<file path="config.mk">
export PLATFORM = sky130hd
export DESIGN_NAME = hash_map
export DESIGN_NICKNAME = d
export VERILOG_FILES = /design/src/source/hash_map_pkg.sv /design/src/source/node_ram_if.sv /design/src/source/hash_map.sv /design/src/source/hash_map_ctrl.sv /design/src/source/node_ram.sv /design/src/source/hash_crc.sv
export SDC_FILE = /design/constraint.sdc
export NUM_CORES = 1
export LEC_CHECK = 0
export BUFFER_PORTS_ARGS = -buffer_cell sky130_fd_sc_hd__clkbuf_2
export CAP_MARGIN = 30
export CORE_ASPECT_RATIO = 0.75
export CORE_MARGIN = 4
export CORE_UTILIZATION = 30
export CTS_CLUSTER_DIAMETER = 120
export DETAILED_ROUTE_END_ITERATION = 8
export PLACE_DENSITY = 0.42
export SETUP_SLACK_MARGIN = 0.02
export SLEW_MARGIN = 20
export SYNTH_ARGS = -nofsm -noshare
export SYNTH_HDL_FRONTEND = slang
export SYNTH_HIERARCHICAL = 1
export SYNTH_SLANG_ARGS = --single-unit
</file>
<file path="constraint.sdc">
create_clock -name i_clk -period 12.05 [get_ports i_clk]
set_clock_uncertainty 0.15 [all_clocks]
set_input_delay 1.8075 -clock i_clk [delete_from_list [all_inputs] [get_ports i_clk]]
set_output_delay 1.8075 -clock i_clk [all_outputs]
set_load 0.01 [all_outputs]
</file>
<file path="src/source/hash_map_pkg.sv">
// Hash map shared definitions
// Opcodes, control states and the CRC-32 polynomial used for bucket hashing
`default_nettype none

package hash_map_pkg;

  // Request opcodes as seen on i_opcode
  typedef enum logic [0:0] {
    OP_LOOKUP = 1'b0,
    OP_ADD    = 1'b1
  } opcode_t;

  // Control FSM states
  typedef enum logic [2:0] {
    ST_CLEAR,
    ST_IDLE,
    ST_BKT_WAIT,
    ST_BKT_EVAL,
    ST_CHN_WAIT,
    ST_CHN_EVAL
  } state_t;

  // CRC-32 polynomial, normal form
  localparam logic [31:0] CRC_POLY = 32'h04C11DB7;

endpackage

`default_nettype wire
</file>
<file path="src/source/node_ram_if.sv">
// Node memory port
// One single-port memory access: address, write enable, write and read data
`timescale 1ns/1ns
`default_nettype none

interface node_ram_if #(
  parameter int WIDTH = 44,
  parameter int AW    = 3
);

  logic [AW-1:0]    addr;
  logic             we;
  logic [WIDTH-1:0] wdata;
  // Registered read data, shows the node addressed one cycle earlier
  logic [WIDTH-1:0] rdata;

  // Side of the control FSM
  modport ctrl (
    output addr,
    output we,
    output wdata,
    input  rdata
  );

  // Side of the memory
  modport mem (
    input  addr,
    input  we,
    input  wdata,
    output rdata
  );

endinterface

`default_nettype wire

</file>
<file path="src/source/hash_map.sv">
// Hash map top level
// CRC-32 hashed bucket memory with collisions chained through a node memory
`timescale 1ns/1ns
`default_nettype none

module hash_map #(
  parameter int KEY_BITS = 32,
  parameter int DAT_BITS = 8,
  parameter int BKT_AW   = 3,
  parameter int CHN_AW   = 3
) (
  input  wire logic                i_clk,
  input  wire logic                coll_ram_rst,
  input  wire logic [KEY_BITS-1:0] i_key,
  input  wire logic [DAT_BITS-1:0] i_dat,
  input  wire logic                i_opcode,
  input  wire logic                i_val,
  input  wire logic                i_cfg_clr,
  output logic                     o_rdy,
  output logic                     o_val,
  output logic                     o_fnd,
  output logic      [DAT_BITS-1:0] o_dat,
  output logic                     o_cfg_full
);

  // used + key + data + next pointer
  localparam int NODE_W = 1 + KEY_BITS + DAT_BITS + CHN_AW;

  logic [KEY_BITS-1:0] hash_key;
  logic [BKT_AW-1:0]   bkt_idx;

  node_ram_if #(.WIDTH(NODE_W), .AW(BKT_AW)) bkt_if ();
  node_ram_if #(.WIDTH(NODE_W), .AW(CHN_AW)) chn_if ();

  hash_map_ctrl #(
    .KEY_BITS (KEY_BITS),
    .DAT_BITS (DAT_BITS),
    .BKT_AW   (BKT_AW),
    .CHN_AW   (CHN_AW)
  ) u_ctrl (
    .i_clk        (i_clk),
    .coll_ram_rst (coll_ram_rst),
    .i_key        (i_key),
    .i_dat        (i_dat),
    .i_opcode     (i_opcode),
    .i_val        (i_val),
    .o_rdy        (o_rdy),
    .o_val        (o_val),
    .o_fnd        (o_fnd),
    .o_dat        (o_dat),
    .i_cfg_clr    (i_cfg_clr),
    .o_cfg_full   (o_cfg_full),
    .o_hash_key   (hash_key),
    .i_bkt_idx    (bkt_idx),
    .bkt          (bkt_if.ctrl),
    .chn          (chn_if.ctrl)
  );

  hash_crc #(
    .KEY_BITS (KEY_BITS),
    .BKT_AW   (BKT_AW)
  ) u_crc (
    .i_key (hash_key),
    .o_idx (bkt_idx)
  );

  // First level, one node per bucket
  node_ram #(.WIDTH(NODE_W), .AW(BKT_AW)) u_bkt_ram (
    .i_clk (i_clk),
    .mem   (bkt_if.mem)
  );

  // Collision chain nodes
  node_ram #(.WIDTH(NODE_W), .AW(CHN_AW)) u_chn_ram (
    .i_clk (i_clk),
    .mem   (chn_if.mem)
  );

endmodule

`default_nettype wire

</file>
<file path="src/source/hash_map_ctrl.sv">
// Hash map control FSM
// Clears the bucket memory, runs lookups and adds, walks the collision
// chain and hands out chain nodes from a simple allocator
`timescale 1ns/1ns
`default_nettype none

module hash_map_ctrl #(
  parameter int KEY_BITS = 32,
  parameter int DAT_BITS = 8,
  parameter int BKT_AW   = 3,
  parameter int CHN_AW   = 3
) (
  input  wire logic                i_clk,
  input  wire logic                coll_ram_rst,
  input  wire logic [KEY_BITS-1:0] i_key,
  input  wire logic [DAT_BITS-1:0] i_dat,
  input  wire logic                i_opcode,
  input  wire logic                i_val,
  output logic                     o_rdy,
  output logic                     o_val,
  output logic                     o_fnd,
  output logic      [DAT_BITS-1:0] o_dat,
  input  wire logic                i_cfg_clr,
  output logic                     o_cfg_full,
  output logic      [KEY_BITS-1:0] o_hash_key,
  input  wire logic [BKT_AW-1:0]   i_bkt_idx,
  node_ram_if.ctrl                 bkt,
  node_ram_if.ctrl                 chn
);

  // Stored node, nxt == 0 ends the list
  typedef struct packed {
    logic                used;
    logic [KEY_BITS-1:0] key;
    logic [DAT_BITS-1:0] dat;
    logic [CHN_AW-1:0]   nxt;
  } node_t;

  hash_map_pkg::state_t  state;
  hash_map_pkg::opcode_t req_op;

  logic [KEY_BITS-1:0] req_key;
  logic [DAT_BITS-1:0] req_dat;
  logic [BKT_AW-1:0]   clr_cnt;
  logic [CHN_AW-1:0]   alloc;
  logic [CHN_AW-1:0]   chn_addr;

  node_t bkt_rd;
  node_t chn_rd;
  node_t new_node;
  node_t bkt_wd;
  node_t chn_wd;

  logic                is_add;
  logic                bkt_we;
  logic                chn_we;
  logic                done;
  logic                hit;
  logic                take;
  logic [CHN_AW-1:0]   walk_ptr;
  logic [DAT_BITS-1:0] hit_dat;

  assign bkt_rd = bkt.rdata;
  assign chn_rd = chn.rdata;
  assign is_add = (req_op == hash_map_pkg::OP_ADD);

  // Hash the incoming key while idle, the held key afterwards
  assign o_hash_key = (state == hash_map_pkg::ST_IDLE) ? i_key : req_key;

  always_comb begin
    new_node.used = 1'b1;
    new_node.key  = req_key;
    new_node.dat  = req_dat;
    new_node.nxt  = '0;
  end

  // Decision logic for the evaluate states
  always_comb begin
    bkt_we   = 1'b0;
    bkt_wd   = '0;
    chn_we   = 1'b0;
    chn_wd   = new_node;
    done     = 1'b0;
    hit      = 1'b0;
    take     = 1'b0;
    walk_ptr = bkt_rd.nxt;
    hit_dat  = bkt_rd.dat;
    case (state)
      hash_map_pkg::ST_CLEAR: begin
        bkt_we = 1'b1;
      end
      hash_map_pkg::ST_BKT_EVAL: begin
        if (!bkt_rd.used) begin
          done = 1'b1;
          if (is_add) begin
            bkt_we = 1'b1;
            bkt_wd = new_node;
          end
        end else if (bkt_rd.key == req_key) begin
          done = 1'b1;
          hit  = 1'b1;
          if (is_add) begin
            bkt_we     = 1'b1;
            bkt_wd     = bkt_rd;
            bkt_wd.dat = req_dat;
          end
        end else begin
          // Prepare the new node early, it stays unlinked if the key shows up later
          if (is_add && !o_cfg_full) begin
            chn_we = 1'b1;
          end
          if (bkt_rd.nxt == '0) begin
            done = 1'b1;
            if (is_add && !o_cfg_full) begin
              bkt_we     = 1'b1;
              bkt_wd     = bkt_rd;
              bkt_wd.nxt = alloc;
              take       = 1'b1;
            end
          end
        end
      end
      hash_map_pkg::ST_CHN_EVAL: begin
        walk_ptr = chn_rd.nxt;
        hit_dat  = chn_rd.dat;
        if (chn_rd.key == req_key) begin
          done = 1'b1;
          hit  = 1'b1;
          if (is_add) begin
            chn_we     = 1'b1;
            chn_wd     = chn_rd;
            chn_wd.dat = req_dat;
          end
        end else if (chn_rd.nxt == '0) begin
          done = 1'b1;
          // Tail node now points at the node written during the bucket stage
          if (is_add && !o_cfg_full) begin
            chn_we     = 1'b1;
            chn_wd     = chn_rd;
            chn_wd.nxt = alloc;
            take       = 1'b1;
          end
        end
      end
      default: begin
        done = 1'b0;
      end
    endcase
  end

  assign bkt.addr  = (state == hash_map_pkg::ST_CLEAR) ? clr_cnt : i_bkt_idx;
  assign bkt.we    = bkt_we;
  assign bkt.wdata = bkt_wd;
  // Bucket stage writes the spare node at the allocator slot
  assign chn.addr  = (state == hash_map_pkg::ST_BKT_EVAL) ? alloc : chn_addr;
  assign chn.we    = chn_we;
  assign chn.wdata = chn_wd;

  always_ff @(posedge i_clk) begin
    if (!coll_ram_rst) begin
      state      <= hash_map_pkg::ST_CLEAR;
      clr_cnt    <= '0;
      alloc      <= CHN_AW'(1);
      o_cfg_full <= 1'b0;
      o_rdy      <= 1'b0;
      o_val      <= 1'b0;
      o_fnd      <= 1'b0;
    end else begin
      o_val <= 1'b0;
      o_fnd <= 1'b0;
      case (state)
        hash_map_pkg::ST_CLEAR: begin
          clr_cnt <= clr_cnt + 1'b1;
          if (clr_cnt == '1) begin
            state <= hash_map_pkg::ST_IDLE;
            o_rdy <= 1'b1;
          end
        end
        hash_map_pkg::ST_IDLE: begin
          if (i_val && o_rdy) begin
            o_rdy <= 1'b0;
            state <= hash_map_pkg::ST_BKT_WAIT;
          end
        end
        hash_map_pkg::ST_BKT_WAIT: begin
          state <= hash_map_pkg::ST_BKT_EVAL;
        end
        hash_map_pkg::ST_CHN_WAIT: begin
          state <= hash_map_pkg::ST_CHN_EVAL;
        end
        hash_map_pkg::ST_BKT_EVAL, hash_map_pkg::ST_CHN_EVAL: begin
          if (done) begin
            state <= hash_map_pkg::ST_IDLE;
            o_rdy <= 1'b1;
            o_val <= 1'b1;
            o_fnd <= hit;
          end else begin
            state <= hash_map_pkg::ST_CHN_WAIT;
          end
        end
        default: begin
          state <= hash_map_pkg::ST_CLEAR;
        end
      endcase
      if (take) begin
        alloc <= alloc + 1'b1;
        // Last node handed out
        if (alloc == '1) begin
          o_cfg_full <= 1'b1;
        end
      end
      // Clear wins over any operation in flight
      if (i_cfg_clr) begin
        state      <= hash_map_pkg::ST_CLEAR;
        clr_cnt    <= '0;
        alloc      <= CHN_AW'(1);
        o_cfg_full <= 1'b0;
        o_rdy      <= 1'b0;
        o_val      <= 1'b0;
      end
    end
  end

  // Request and walk registers
  always_ff @(posedge i_clk) begin
    if (state == hash_map_pkg::ST_IDLE) begin
      req_key <= i_key;
      req_dat <= i_dat;
      req_op  <= hash_map_pkg::opcode_t'(i_opcode);
    end
    if (done) begin
      o_dat <= hit_dat;
    end else if (state == hash_map_pkg::ST_BKT_EVAL ||
                 state == hash_map_pkg::ST_CHN_EVAL) begin
      // Node to visit next, held through its wait and evaluate cycles
      chn_addr <= walk_ptr;
    end
  end

  a_no_val_in_clear: assert property (
    @(posedge i_clk) disable iff (!coll_ram_rst)
    (state == hash_map_pkg::ST_CLEAR) |-> !o_val
  );

  // Chain address 0 terminates lists and is never stored to
  a_no_chn_wr_zero: assert property (
    @(posedge i_clk) disable iff (!coll_ram_rst)
    chn.we |-> (chn.addr != '0)
  );

endmodule

`default_nettype wire

</file>
<file path="src/source/node_ram.sv">
// Node memory
// Single-port RAM of 2^AW words with a one-cycle registered read;
// a read during a write returns the old word
`timescale 1ns/1ns
`default_nettype none

module node_ram #(
  parameter int WIDTH = 44,
  parameter int AW    = 3
) (
  input wire logic i_clk,
  node_ram_if.mem  mem
);

  logic [WIDTH-1:0] ram [2**AW];

  always_ff @(posedge i_clk) begin
    if (mem.we) begin
      ram[mem.addr] <= mem.wdata;
    end
    // Read every cycle, old contents on a collision with the write
    mem.rdata <= ram[mem.addr];
  end

  // The controller must never write through an unknown address
  a_wr_addr_known: assert property (
    @(posedge i_clk) mem.we |-> !$isunknown(mem.addr)
  );

endmodule

`default_nettype wire

</file>
<file path="src/source/hash_crc.sv">
// Bucket hash
// Combinational CRC-32 of the key, MSB first, zero initial value,
// reduced to the low bits that index the bucket memory
`timescale 1ns/1ns
`default_nettype none

module hash_crc #(
  parameter int KEY_BITS = 32,
  parameter int BKT_AW   = 3
) (
  input  wire logic [KEY_BITS-1:0] i_key,
  output logic      [BKT_AW-1:0]   o_idx
);

  logic [31:0] crc;
  logic        fb;

  // One polynomial division step per key bit
  always_comb begin
    crc = '0;
    fb  = 1'b0;
    for (int i = KEY_BITS - 1; i >= 0; i--) begin
      fb  = crc[31] ^ i_key[i];
      crc = {crc[30:0], 1'b0};
      if (fb) begin
        crc = crc ^ hash_map_pkg::CRC_POLY;
      end
    end
  end

  // No reflection and no final xor
  assign o_idx = crc[BKT_AW-1:0];

endmodule

`default_nettype wire

</file>
==> results.md <==
- Run status: finished, final reports clean
- DP HPWL: 53420 um
- Slowest cell on crit path: and3_2
- CTS tree: built
- Routed Antenna Nets: 0
- Routed len/inst: 24.89 um
- Slew headroom: 34.74%
- Io pins: 57
- Remaining DRCs: 0
- Syn Inst Count: 2029
- Postcts setup bufs: 0
- Initial antenna violation count: 4
- Area occupied by multi-input gates: 0.008680 mm2
- Top sig layer: met5
- Setup crit end kind: flop
- Share of cells above drive strength 1: 21.98%
- Final Hold Viols: 0
- Total number of yosys warnings: 6
- Max-cap violations: 0
- Post-CTS sizing: 0
- Via density: 4.913
- Peak supply drop: 0.09124 mV
- CTS Sinks: 848
- Syn Area/Cell: 16.42 um2
- Crit-path max FO: 38
- Final hold slack: 311.1 ps
- Global-route wire length before repair: 130500 um
- Fmax: 0.1463 GHz
- Placer congestion estimate: 0.7580
- PortBufs: 56
- Worst Setup Start Kind: flop
- Pleak: 13.30 nW
- Setup violations, final: 0
- Diodes inserted: 0
- WS Path Type: flop to flop
- Crit path largest cell delay: 570 ps
- TritonCTS Buffers: 85
- Fin nets: 2160
- Initial Util: 30.33%
- CP Cell Sequence: nor3b_4 > buf_4 > mux2_2 > xnor2_1 > xnor3_2 > xnor3_2 > xor2_1 > nand2_1 > nand2_4 > buf_4 > buf_4 > and3_2 > buf_4
- Vias in the first global route: 18210
- Crit path top cell by count: buf_4
- Pwr dens: 162.2 mW/mm2
- Class of the worst hold path: flop to flop
- Met2 wire len: 36490 um
- Storage cell area: 0.02414 mm2
- Worst Max-Slew Pin Slew: 978.9 ps
- DRT iter0 DRCs: 1240
- Fill cells: 10540
- Clock Path Buffers: 3
- Post-synth net total: 2078
- Die height: 296.6 um
- Die Width: 392.7 um
- Max H-tree Level: 3
- CTS clk-pin slew, worst paths: 60 ps
- Minimum clock period: 6834 ps
- Via count: 17820
- Met1 Wirelength: 47760 um
- DIE AREA: 0.1165 mm2
- Final period util: 56.71%
- Skew-Pair Late Insertion Delay: 660 ps
- Cell Area, Synth: 0.03331 mm2
- Crit path DAT: 6970 ps
- Max Slew Vio Count: 0
- Core ar.: 0.1098 mm2
- DRT Pass-1 Iters: 5
- GRT overflow: 0
- Synthesis-to-finish area growth: 14.64%
- Largest net degree at the start of global routing: 65
- # rows: 105
- Total GRT Usage: 15.48%
- WL met3: 4515 um
- Final WL: 90320 um
- Final TNS setup: 0 ps
- RSZ-0062 raised after global routing: no
- Root Buffer: clkbuf_16
- Post-CTS Hold Fix Bufs: 0
- CP required: 12190 ps
-- flip-flops by register name, indices dropped and copies added (netlist names), 8 cells and up --
register	count
u_bkt_ram/ram	352
u_chn_ram/ram	344
u_bkt_ram/mem.rdata	44
u_chn_ram/mem.rdata	43
u_ctrl/req_key	32
u_ctrl/o_dat	8
u_ctrl/req_dat	8
-- per-stage QoR --
step | cells | total power, mW | instance area (um2) | util, % | setup slack [ps]
2_1_floorplan | 2029 | 3.433 | 33310 | - | 4082
3_3_place_gp | 3465 | 3.535 | 35290 | 32.13 | 4944
3_5_place_dp | 3465 | 3.535 | 35290 | 32.13 | 4925
4_1_cts | 3625 | 6.273 | 38140 | 34.73 | 5203
5_1_grt | 3628 | 6.417 | 38180 | 34.77 | 4853
6_report | 3628 | 6.193 | 38180 | 34.77 | 5216
-- path summary, 6_finish.rpt --
| kind | startpoint | endpoint | cells after the start | slack [ps] |
|---|---|---|---|---|
| worst max-delay path | u_ctrl/state[0] | u_bkt_ram/ram[5][20] | 13 | 5220 |
| worst min-delay path | u_bkt_ram/ram[5][6] | u_bkt_ram/mem.rdata[6] | 2 | 310 |
| worst max register to register | u_ctrl/state[0] | u_bkt_ram/ram[5][20] | 13 | 5220 |
| worst min register to register | u_bkt_ram/ram[5][6] | u_bkt_ram/mem.rdata[6] | 2 | 310 |
-- layer usage --
| layer | up-vias | GRT usage, % |
|---|---|---|
| met4 | 2 | 3.294 |
| met2 | 349 | 21.38 |
| met1 | 9396 | 24.55 |
| met3 | 107 | 3.446 |
| li1 | 7969 | - |
| met5 | - | 0 |
-- layout by cell type (no fill, tap or decap), types with 7 or more instances in the layout --
master / n
edfxtp_1: 716
mux2i_1: 167
nor2_1: 166
mux2_2: 148
dfxtp_1: 131
clkbuf_16: 88
o21ai_0: 77
a22oi_1: 76
xor2_1: 68
nand2_1: 63
clkbuf_2: 56
a211oi_1: 56
buf_4: 51
mux2_4: 29
clkbuf_1: 24
a221oi_1: 22
mux4_2: 20
xnor2_1: 20
clkinv_2: 17
a21oi_1: 16
nor4_1: 13
clkbuf_8: 9
bufinv_16: 8
a22o_1: 8
nor2b_1: 7
-- power by group --
part	leakage, nW	internal [mW]	switching (mW)
Sequential	8.23	3.20	0.0338
Clock	1.39	1.58	1.14
Combinational	3.68	0.0931	0.146
-- final cells by class --
cell class | count | area share [%]
tap | 1444 | 4.732
clock inverter | 39 | 1.137
clock buffer | 121 | 6.328
inverter | 5 | 0.04915
timing repair buffer | 108 | 1.789
multi-input combinational | 1063 | 22.73
sequential | 848 | 63.23
-- critical path, delay by kind of cell (launching register included) --
family | cells | cell delay (ps)
xor gates and xnor gates | 4 | 1630
buffers and inverters | 4 | 2190
DFF | 1 | 470
muxes | 1 | 460
and+or+nand+nor | 4 | 1400
No activity file was read; power rests on OpenSTA's default activity.
